$ cat src/prof_defs.svh
`ifndef PROF_DEFS_SVH
`define PROF_DEFS_SVH

//////////////////////////////////////////////////
// array and counter sizing
//////////////////////////////////////////////////

// tile count that also sizes the top level packed arrays
`define PROF_NUM_TILES 4

// stall event strobes per tile
`define PROF_NUM_EVENTS 7

// counter slots per tile are the events plus the cycle counter
`define PROF_NUM_SLOTS 8

// small enough that saturation shows up in simulation
`define PROF_CNT_WIDTH 12

`endif

$ cat src/prof_pkg.sv
`include "prof_defs.svh"

package prof_pkg;

   //////////////////////////////////////////////////
   // widths with a meaning
   //////////////////////////////////////////////////

   typedef logic [`PROF_CNT_WIDTH-1:0] cnt_t;   // one counter value
   typedef logic [1:0]                 tile_idx_t;
   typedef logic [2:0]                 slot_idx_t;   // slot 7 counts cycles

   //////////////////////////////////////////////////
   // per tile event strobes
   //////////////////////////////////////////////////

   // field order is the slot order of the counters
   typedef struct packed {
      logic dmem_stall;      // data memory stall
      logic dx_stall;        // dependency stall
      logic bt_stall;        // branch flush
      logic in_fifo_full;
      logic out_fifo_full;
      logic credit_full;     // no credits left
      logic res_acq_stall;   // resource acquire
   } prof_trigger_s;

   // all counters of one tile by slot
   typedef struct packed {
      cnt_t [`PROF_NUM_SLOTS-1:0] cnt;
   } tile_counts_s;

   // one 17 bit record of the report stream
   typedef struct packed {
      tile_idx_t tile;
      slot_idx_t slot;
      cnt_t      count;
   } report_s;

   // report sequencer FSM
   typedef enum logic [1:0] {
      IDLE,
      DUMP,
      DONE
   } seq_state_e;

endpackage

$ cat src/manycore_profiler_top.sv
`timescale 1ns/1ps
`include "prof_defs.svh"

module manycore_profiler_top (
   input  logic                                           clk,
   input  logic                                           rst_i,
   input  logic [`PROF_NUM_TILES-1:0]                     freeze_i,
   input  prof_pkg::prof_trigger_s [`PROF_NUM_TILES-1:0] trig_i,
   input  logic                                           finish_i,
   output prof_pkg::report_s                              report_o,
   output logic                                           report_v_o,
   output logic                                           report_done_o
);

   prof_pkg::tile_counts_s [`PROF_NUM_TILES-1:0] counts_w;   // one bank per tile
   logic                                         done_w;     // global stop

   //////////////////////////////////////////////////
   // per tile profilers
   //////////////////////////////////////////////////

   for (genvar t = 0; t < `PROF_NUM_TILES; t++) begin : g_tile
      tile_profiler u_prof (
         .clk      (clk),
         .rst_i    (rst_i),
         .freeze_i (freeze_i[t]),
         .trig_i   (trig_i[t]),
         .done_i   (done_w),
         .counts_o (counts_w[t])
      );
   end

   //////////////////////////////////////////////////
   // finish handling and report stream
   //////////////////////////////////////////////////

   // shared by all tiles and streams one record per cycle after finish
   prof_report_seq u_seq (
      .clk           (clk),
      .rst_i         (rst_i),
      .finish_i      (finish_i),
      .counts_i      (counts_w),
      .done_o        (done_w),
      .report_o      (report_o),
      .report_v_o    (report_v_o),
      .report_done_o (report_done_o)
   );

endmodule

$ cat src/prof_report_seq.sv
`timescale 1ns/1ps
`include "prof_defs.svh"

module prof_report_seq (
   input  logic                                          clk,
   input  logic                                          rst_i,
   input  logic                                          finish_i,
   input  prof_pkg::tile_counts_s [`PROF_NUM_TILES-1:0] counts_i,
   output logic                                          done_o,
   output prof_pkg::report_s                             report_o,
   output logic                                          report_v_o,
   output logic                                          report_done_o
);

   localparam prof_pkg::tile_idx_t LAST_TILE = prof_pkg::tile_idx_t'(`PROF_NUM_TILES - 1);
   localparam prof_pkg::slot_idx_t LAST_SLOT = prof_pkg::slot_idx_t'(`PROF_NUM_SLOTS - 1);

   prof_pkg::seq_state_e state_r;
   prof_pkg::tile_idx_t  tile_r;   // tile major walk position
   prof_pkg::slot_idx_t  slot_r;
   logic                 last_rec;
   logic [4:0]           walk_pos;

   assign last_rec = (tile_r == LAST_TILE) && (slot_r == LAST_SLOT);
   assign walk_pos = {tile_r, slot_r};

   //////////////////////////////////////////////////
   // FSM and walk index
   //////////////////////////////////////////////////

   always_ff @(posedge clk) begin
      if (rst_i) begin
         state_r <= prof_pkg::IDLE;
         tile_r  <= '0;
         slot_r  <= '0;
      end else begin
         case (state_r)
            prof_pkg::IDLE: begin
               if (finish_i) begin
                  state_r <= prof_pkg::DUMP;
               end
            end
            prof_pkg::DUMP: begin
               slot_r <= slot_r + 1'b1;   // wraps to 0 after slot 7
               if (slot_r == LAST_SLOT) begin
                  tile_r <= tile_r + 1'b1;
               end
               if (last_rec) begin
                  state_r <= prof_pkg::DONE;
               end
            end
            default: begin
               state_r <= prof_pkg::DONE;   // sticky until reset
            end
         endcase
      end
   end

   //////////////////////////////////////////////////
   // record output
   //////////////////////////////////////////////////

   // counters are held from the edge that raises done, so the
   // registered walk position picks a settled count every cycle
   assign report_o.tile  = tile_r;
   assign report_o.slot  = slot_r;
   assign report_o.count = counts_i[tile_r].cnt[slot_r];

   assign report_v_o    = (state_r == prof_pkg::DUMP);
   assign report_done_o = (state_r == prof_pkg::DONE);
   assign done_o        = (state_r != prof_pkg::IDLE);   // stops all tiles

   //////////////////////////////////////////////////
   // checks
   //////////////////////////////////////////////////

   // a finish in IDLE reaches a quiet DONE right after the last record
   a_done_quiet: assert property (
      @(posedge clk) disable iff (rst_i)
      ((state_r == prof_pkg::IDLE) && finish_i) |->
         ##(`PROF_NUM_TILES * `PROF_NUM_SLOTS + 1)
         (report_done_o && !report_v_o && $past(report_v_o))
   ) else $error("prof_report_seq: stream did not end in DONE after the last record");

   // walk returns to zero only on the step into DONE
   a_wrap_at_done: assert property (
      @(posedge clk) disable iff (rst_i)
      (walk_pos != '0) ##1 (walk_pos == '0) |->
         (state_r == prof_pkg::DONE) && ($past(state_r) == prof_pkg::DUMP)
   ) else $error("prof_report_seq: walk index wrapped early");

endmodule

$ cat src/tile_profiler.sv
`timescale 1ns/1ps
`include "prof_defs.svh"

module tile_profiler (
   input  logic                    clk,
   input  logic                    rst_i,
   input  logic                    freeze_i,
   input  prof_pkg::prof_trigger_s trig_i,
   input  logic                    done_i,
   output prof_pkg::tile_counts_s  counts_o
);

   logic freeze_r;   // freeze level one cycle late
   logic armed_r;    // set by the first unfreeze
   logic unfreeze;
   logic clear;
   logic active;

   logic [`PROF_NUM_EVENTS-1:0] ev;   // events in slot order
   logic [`PROF_NUM_SLOTS-1:0]  hit;

   prof_pkg::cnt_t [`PROF_NUM_SLOTS-1:0] cnt_r;
   prof_pkg::cnt_t [`PROF_NUM_SLOTS-1:0] cnt_nxt;

   //////////////////////////////////////////////////
   // unfreeze detection
   //////////////////////////////////////////////////

   assign unfreeze = freeze_r & ~freeze_i;
   assign clear    = unfreeze & ~done_i;   // a done tile keeps its counts

   // the unfreeze cycle itself is not counted
   assign active = armed_r & ~freeze_i & ~unfreeze & ~done_i;

   always_ff @(posedge clk) begin
      if (rst_i) begin
         freeze_r <= 1'b0;
         armed_r  <= 1'b0;
      end else begin
         freeze_r <= freeze_i;
         if (unfreeze) begin
            armed_r <= 1'b1;
         end
      end
   end

   //////////////////////////////////////////////////
   // event strobes to slots
   //////////////////////////////////////////////////

   assign ev[0] = trig_i.dmem_stall;
   assign ev[1] = trig_i.dx_stall;
   assign ev[2] = trig_i.bt_stall;
   assign ev[3] = trig_i.in_fifo_full;
   assign ev[4] = trig_i.out_fifo_full;
   assign ev[5] = trig_i.credit_full;
   assign ev[6] = trig_i.res_acq_stall;

   assign hit = {1'b1, ev};   // top slot counts every active cycle

   // saturating increment that stops at all ones
   always_comb begin
      for (int s = 0; s < `PROF_NUM_SLOTS; s++) begin
         cnt_nxt[s] = cnt_r[s];
         if (hit[s] && (cnt_r[s] != '1)) begin
            cnt_nxt[s] = cnt_r[s] + 1'b1;
         end
      end
   end

   //////////////////////////////////////////////////
   // counter bank
   //////////////////////////////////////////////////

   always_ff @(posedge clk) begin
      if (rst_i) begin
         cnt_r <= '0;
      end else if (clear) begin
         cnt_r <= '0;
      end else if (active) begin
         cnt_r <= cnt_nxt;
      end
      // frozen or done tiles hold
   end

   assign counts_o.cnt = cnt_r;

   //////////////////////////////////////////////////
   // checks
   //////////////////////////////////////////////////

   // only an unfreeze clear may bring a count down
   for (genvar g = 0; g < `PROF_NUM_SLOTS; g++) begin : g_chk
      a_no_decrease: assert property (
         @(posedge clk) disable iff (rst_i)
         !clear |=> (cnt_r[g] >= $past(cnt_r[g]))
      ) else $error("tile_profiler: slot %0d count went down", g);
   end

   // done from the sequencer freezes the whole bank
   a_hold_when_done: assert property (
      @(posedge clk) disable iff (rst_i)
      done_i |=> $stable(cnt_r)
   ) else $error("tile_profiler: counts changed while done");

endmodule

$ cat config.mk
export PLATFORM = sky130hd
export DESIGN_NAME = manycore_profiler_top
export DESIGN_NICKNAME = d
export VERILOG_FILES = /design/src/prof_pkg.sv /design/src/manycore_profiler_top.sv /design/src/prof_report_seq.sv /design/src/tile_profiler.sv
export VERILOG_INCLUDE_DIRS = /design/src /design/src/src
export SDC_FILE = /design/constraint.sdc
export NUM_CORES = 1
export LEC_CHECK = 0
export BUFFER_PORTS_ARGS = -buffer_cell sky130_fd_sc_hd__buf_2
export CORE_AREA = 2 2 204 206
export DETAILED_ROUTE_END_ITERATION = 10
export DIE_AREA = 0 0 206 208
export PLACE_DENSITY = 0.74
export SLEW_MARGIN = 20
export SYNTH_ARGS = -nofsm -noshare
export SYNTH_HDL_FRONTEND = slang
export SYNTH_SLANG_ARGS = --single-unit
$ cat constraint.sdc
create_clock -name clk -period 2.54 [get_ports clk]
set_input_delay 0 -clock clk [delete_from_list [all_inputs] [get_ports clk]]
set_output_delay 0 -clock clk [all_outputs]
set_load 0.01 [all_outputs]
## After elaboration in Yosys (flattened, before gate mapping)

Index checks and enable logic that the tools add are counted.

- Memories kept: 0
- Bits in registers: 399
- Output and inout port bits: 19
- RAM bits: 0
- Memory bits (read-only): 0
- Bits in latches: 0
- Word-level logic and storage cells: 222

- Bitwise operators: 29
- Equality and inequality tests: 38
- Add/subtract/negate cells: 34
- Mux-type cells: 7
- $lt $le $gt $ge: 2
- Div/mod/pow operators: 0
- Reductions and logical operators: 69
- Shifts and indexed selects: 0
- $mul: 0

Operators by type and width:

| kind | count |
|---|---|
| 12-bit by 1-bit adder with 12-bit output (second input constant) | 32 |
| 12-bit != test (second input constant) | 32 |
| 96-bit binary-select mux with 2-bit select | 1 |
| 96-bit 2-to-1 mux | 1 |
| 2-bit AND reduction | 34 |
| 12-bit binary-select mux with 3-bit select | 1 |
| 1-bit logical AND | 29 |
| 1-bit bitwise AND | 20 |
| 12-bit 2-to-1 mux | 1 |
| 1-bit inverter | 9 |
| 2-bit OR reduction | 4 |
| 2-bit == test (second input constant) | 2 |
| 3-bit by 4-bit < comparator with 1-bit output (second input constant) | 1 |
| 2-bit 2-to-1 mux | 2 |
| 2-bit one-hot mux with 2 select lines | 1 |
| 3-bit by 1-bit adder with 3-bit output (second input constant) | 1 |
| 3-bit == test (second input constant) | 1 |
| 2-bit by 3-bit < comparator with 1-bit output (second input constant) | 1 |
| 2-bit by 1-bit adder with 2-bit output (second input constant) | 1 |
| 2-bit by 1-bit == test with 1-bit output (second input constant) | 1 |
| 2-bit logical NOT | 1 |
| 2-bit by 1-bit != test with 1-bit output (second input constant) | 1 |
| 2-bit != test (second input constant) | 1 |
| 2-bit nonzero test | 1 |

## Logic depth before layout (Yosys ltp)

- Depth after elaboration: 6
- Mapped depth: 8
- Depth with buffers taken out: 6

## Cells and area by module

From an unflattened synthesis, not the netlist that was laid out.

- Cell total of the unflattened synthesis: 2861
- Area, all modules: 23551.3 um^2

By module, submodules not included:

| module | cells each | times used | area an instance (um^2) |
|---|---|---|---|
| tile_profiler | 601 | 4 | 4949.7 |
| prof_report_seq | 457 | 1 | 3752.3 |

## Worst setup path before layout

Ideal clock, no wire load.

- Path kind: flip-flop to flip-flop
- From: register u_seq.state_r[1]
- To: register g_tile[3].u_prof.cnt_r (netlist bit g_tile[3].u_prof.counts_o[69])
- Path buffers: 1
- Required time: 2412 ps
- Slack: 450 ps
- Cell stages (with the launch flop): 7
- Data arrival time: 1963 ps
- Cells stage by stage: dfxtp_1 > buf_2 > or4b_4 > or4_4 > nor4_1 > xnor2_1 > nor2_1

- Cells in the longest elaborated chain, start to end: 4

RTL lines:

| what | RTL line | RTL |
|---|---|---|
| from (decl) | prof_report_seq.sv:18 | `prof_pkg::seq_state_e state_r;` |
| from (signal assigned) | prof_report_seq.sv:33 | `state_r <= prof_pkg::IDLE;` |
| from (signal assigned) | prof_report_seq.sv:40 | `state_r <= prof_pkg::DUMP;` |
| from (signal assigned) | prof_report_seq.sv:49 | `state_r <= prof_pkg::DONE;` |
| 2-bit nonzero test * | prof_report_seq.sv:71 | `assign done_o = (state_r != prof_pkg::IDLE);` |
| 1-bit inverter * | tile_profiler.sv:30, tile_profiler.sv:33 |  |
| 1-bit bitwise AND, on equally long branches | tile_profiler.sv:33, tile_profiler.sv:30 |  |
| 2-bit AND reduction (no line) / 2-bit OR reduction (equally long branches) | n/a |  |
| to (signal assigned) | tile_profiler.sv:81 | `cnt_r <= cnt_nxt;` |
| to (decl) | tile_profiler.sv:22 | `` prof_pkg::cnt_t [`PROF_NUM_SLOTS-1:0] cnt_r; `` |

Mark *: on every way between the ends. The rest lies on a longest branch, timed or not.
A chain may end at the register's enable or synchronous reset.

==> impl_metrics.ini <==
[setup_path]
r2r_slack_ns = 0.15
slowest_stage = dfxtp_4
cp_num_cells = 9
crit_required_ns = 2.54
r2r-start = u_seq.state_r[1]
critical-path-top-delay-family = buffers and inverters
slowest_delay_ns = 0.37
crit_type = reg -> out
r2r_cells = 6
path_common_cell = buf_16
worstSetupStartpoint = u_seq.tile_r[1]
cp-endpoint = report_o[11]
path_cells = buf_6 > buf_16 > buf_16 > clkbuf_16 > mux2i_4 > a22oi_1 > nand4_1 > nand3_1 > buf_2
r2r_end = g_tile[0].u_prof.counts_o[94]
critPathLaunchType = register
cp_max_fo = 8
crit_path_end_kind = output port
arrival_ns = 2.57
critPathBufInv = 5

[cells_and_area]
fin_nets = 2833
filler_cell_count = 3401
area_growth_pct = 17.35
antennaDiodeCount = 0
final_cell_mix = dfxtp_1 (397), nor2_1 (386), nand3_1 (195)
drive_gt1_frac = 0.1216
final_cell_count_no_fill = 3329
final_util = 0.6405
final_common_cell = dfxtp_1

[grt]
track_usage = 0.3040
grt-ovfl-total = 0
grt_pass1_vias = 18810
grt_pass1_wl_um = 103800
antenna_found_initial = 1
grt_max_degree = 61

[pwr]
power_frac_comb = 0.065
ir_drop_mv = 0.4931
cellPowerDensity_nw_per_um2 = 526.2
seqPwrFrac = 0.462
clock_power_share = 0.473
p_int_mw = 10.35
p_switching_mw = 3.313
power.total_mw = 13.67
switching_share = 0.2424
p_leak_nw = 8.345

[clocking]
cts_max_path_buffers = 3
clock_latency_ns = 0.57
path_clk_slew_ns = 0.06
cts.sinks = 399
cts_tree = built
cts_made_buffers = 45
htree_levels = 2
clk_root_buffer_cell = clkbuf_16

[synthesis]
yosys_register_bits = 399
synthesis.area_um2 = 22130
yosys_warnings = 0
synth_seq_area_share = 0.3609
syn_nets = 2752
synthCells = 2682
synth.distinct_cells = 63
syn_avg_cell_area_um2 = 8.253
synthFlopType = dfxtp_1
synthArstFlopShare = 0
synth-edff-count = 0

[placed_design]
gp_congestion = 0.9619
io_buffers = 53
hpwl_um = 48400
placed_cells = 3201

[drt]
dr_wl_met2_um = 29960
vias_per_cell = 6.233
first_pass_iters = 6
top_layer = met4
m1WireLength_um = 30030
first_iter_violations = 1912
wl_met3_um = 5523
finalWirelength_um = 67600
detail-route-antenna-nets = 0
vias = 20750
drc_errors = 0
routedWlPerCell_um = 20.31

[timing]
fin_worst_skew_ns = 0.02114
finalSetupViolCount = 5
fmax_mhz = 388.7
worstMarginPinSlew_ns = 0.8716
slew_headroom = 0.4145
fin_crit_sh = 1.013
layout_setup_ws_ns = -0.03294
hold_viol_final = 0
setup_tns_ns = -0.1149
min_period_ns = 2.573
fin_hold_ws_ns = 0.05804
drv_slew = 0
rsz0062_at_grt = yes

[floorplanning]
die_w_um = 206
rows = 74
die_area_um2 = 42850
initial_core_util = 0.5458
core_area_um2 = 40550
ios = 54
die_h_um = 208

[min_path]
worstHoldPathType = in -> reg

[run_status]
failed_checks = negative setup slack
status = finished, violations left

[flow_run]
drv_cap = 0
==> cell families after synthesis <==
family / share of synthesized area
flip-flops: 0.3609
buffers and inverters: 0.02917
XOR/XNOR: 0.1140
AO/OA/AOI/OAI: 0.08118
adder cells (fa/ha/maj): 0.01979
AND/OR/NAND/NOR: 0.3031
multiplexers: 0.09197
==> worst min-delay path: cells and delay by family <==
| kind | cells | cell delay (ns) |
|---|---|---|
| buffers and inverters | 1 | 0.10 |
| AND/OR/NAND/NOR | 1 | 0.24 |
| AO/OA/AOI/OAI | 2 | 0.25 |
==> cell type report <==
cell class / count / area (um^2) / share of cell area
Clock inverter: 19 / 178.9 / 0.006889
Tap cell: 532 / 665.6 / 0.02563
Multi-Input combinational cell: 2114 / 14180 / 0.5460
Sequential cell: 399 / 7993 / 0.3077
Inverter: 34 / 127.6 / 0.004914
Clock buffer: 62 / 1260 / 0.04851
Timing Repair Buffer: 169 / 1567 / 0.06031
==> synth_stat cells (18+ instances only) <==
cell,n,area share
a22oi_1,49,0.017
clkbuf_1,108,0.018
xnor2_1,158,0.063
and3_1,65,0.018
and4_1,41,0.016
ha_1,35,0.020
a31oi_1,32,0.0090
nor4_1,65,0.018
a21oi_1,77,0.017
buf_1,18,0.0031
nand3_1,200,0.045
dfxtp_1,399,0.36
nor3_1,119,0.027
nand2_1,184,0.031
xor2_1,130,0.051
a22o_1,22,0.0087
nor4b_1,24,0.0095
o21ai_0,32,0.0072
nor2_1,388,0.066
mux2i_1,200,0.090
inv_1,34,0.0058
nand4_1,121,0.034
==> stage by stage <==
stage	cell area, um^2	setup WS, ns
final	25970	-0.03294
after global routing	25970	-0.04257
after CTS	25170	-0.0004206
after detailed placement	23240	0.2177
after global placement	23240	0.3004
after floorplan	22130	0.4497
==> registers in the layout, indices dropped and copies added (netlist names) <==
signal and cells:
g_tile.u_prof.armed_r 4, u_seq.state_r 2, u_seq.tile_r 2, g_tile.u_prof.counts_o 384, g_tile.u_prof.freeze_r 4, u_seq.slot_r 3
==> per-layer routing <==
layer  GRT usage  vias to the layer above
met1      0.4376                     9982
li1            -                     9881
met3     0.05921                      121
met2      0.4528                      766
met4      0.1025                        0
met5           0                        -
==> how the worst min path moves through the flow <==
stage	startpoint	endpoint	slack [ns]	depth (start not counted)
4_1_cts	trig_i[8]	g_tile[1].u_prof.counts_o[61]	0.02	5
6_report	trig_i[8]	g_tile[1].u_prof.counts_o[61]	0.06	4
2_1_floorplan	freeze_i[0]	g_tile[0].u_prof.freeze_r	0.13	1
3_3_place_gp	freeze_i[1]	g_tile[1].u_prof.freeze_r	0.25	2
3_5_place_dp	freeze_i[1]	g_tile[1].u_prof.freeze_r	0.26	2
5_1_grt	trig_i[8]	g_tile[1].u_prof.counts_o[65]	0.13	5
==> power by group through the flow <==
stage	clock, mW	sequential, mW	combinational (mW)
after floorplan	0	6.43	0.424
after global placement	0	6.44	0.775
after detailed placement	0	6.44	0.780
after CTS	6.54	6.31	0.829
after global routing	6.78	6.31	0.925
final	6.47	6.31	0.891
==> repair_timing <==
action | CTS | global route
gates cloned | 2 | 3
endpoints found under the hold margin | 56 | 0
hold buffers | 24 | 0
pin swaps | 0 | 16
buffers inserted | 9 | 10
endpoints found under the setup margin | 12 | 12
resized for setup | 22 | 121
Note: power is estimated with default switching activity, not from simulation.
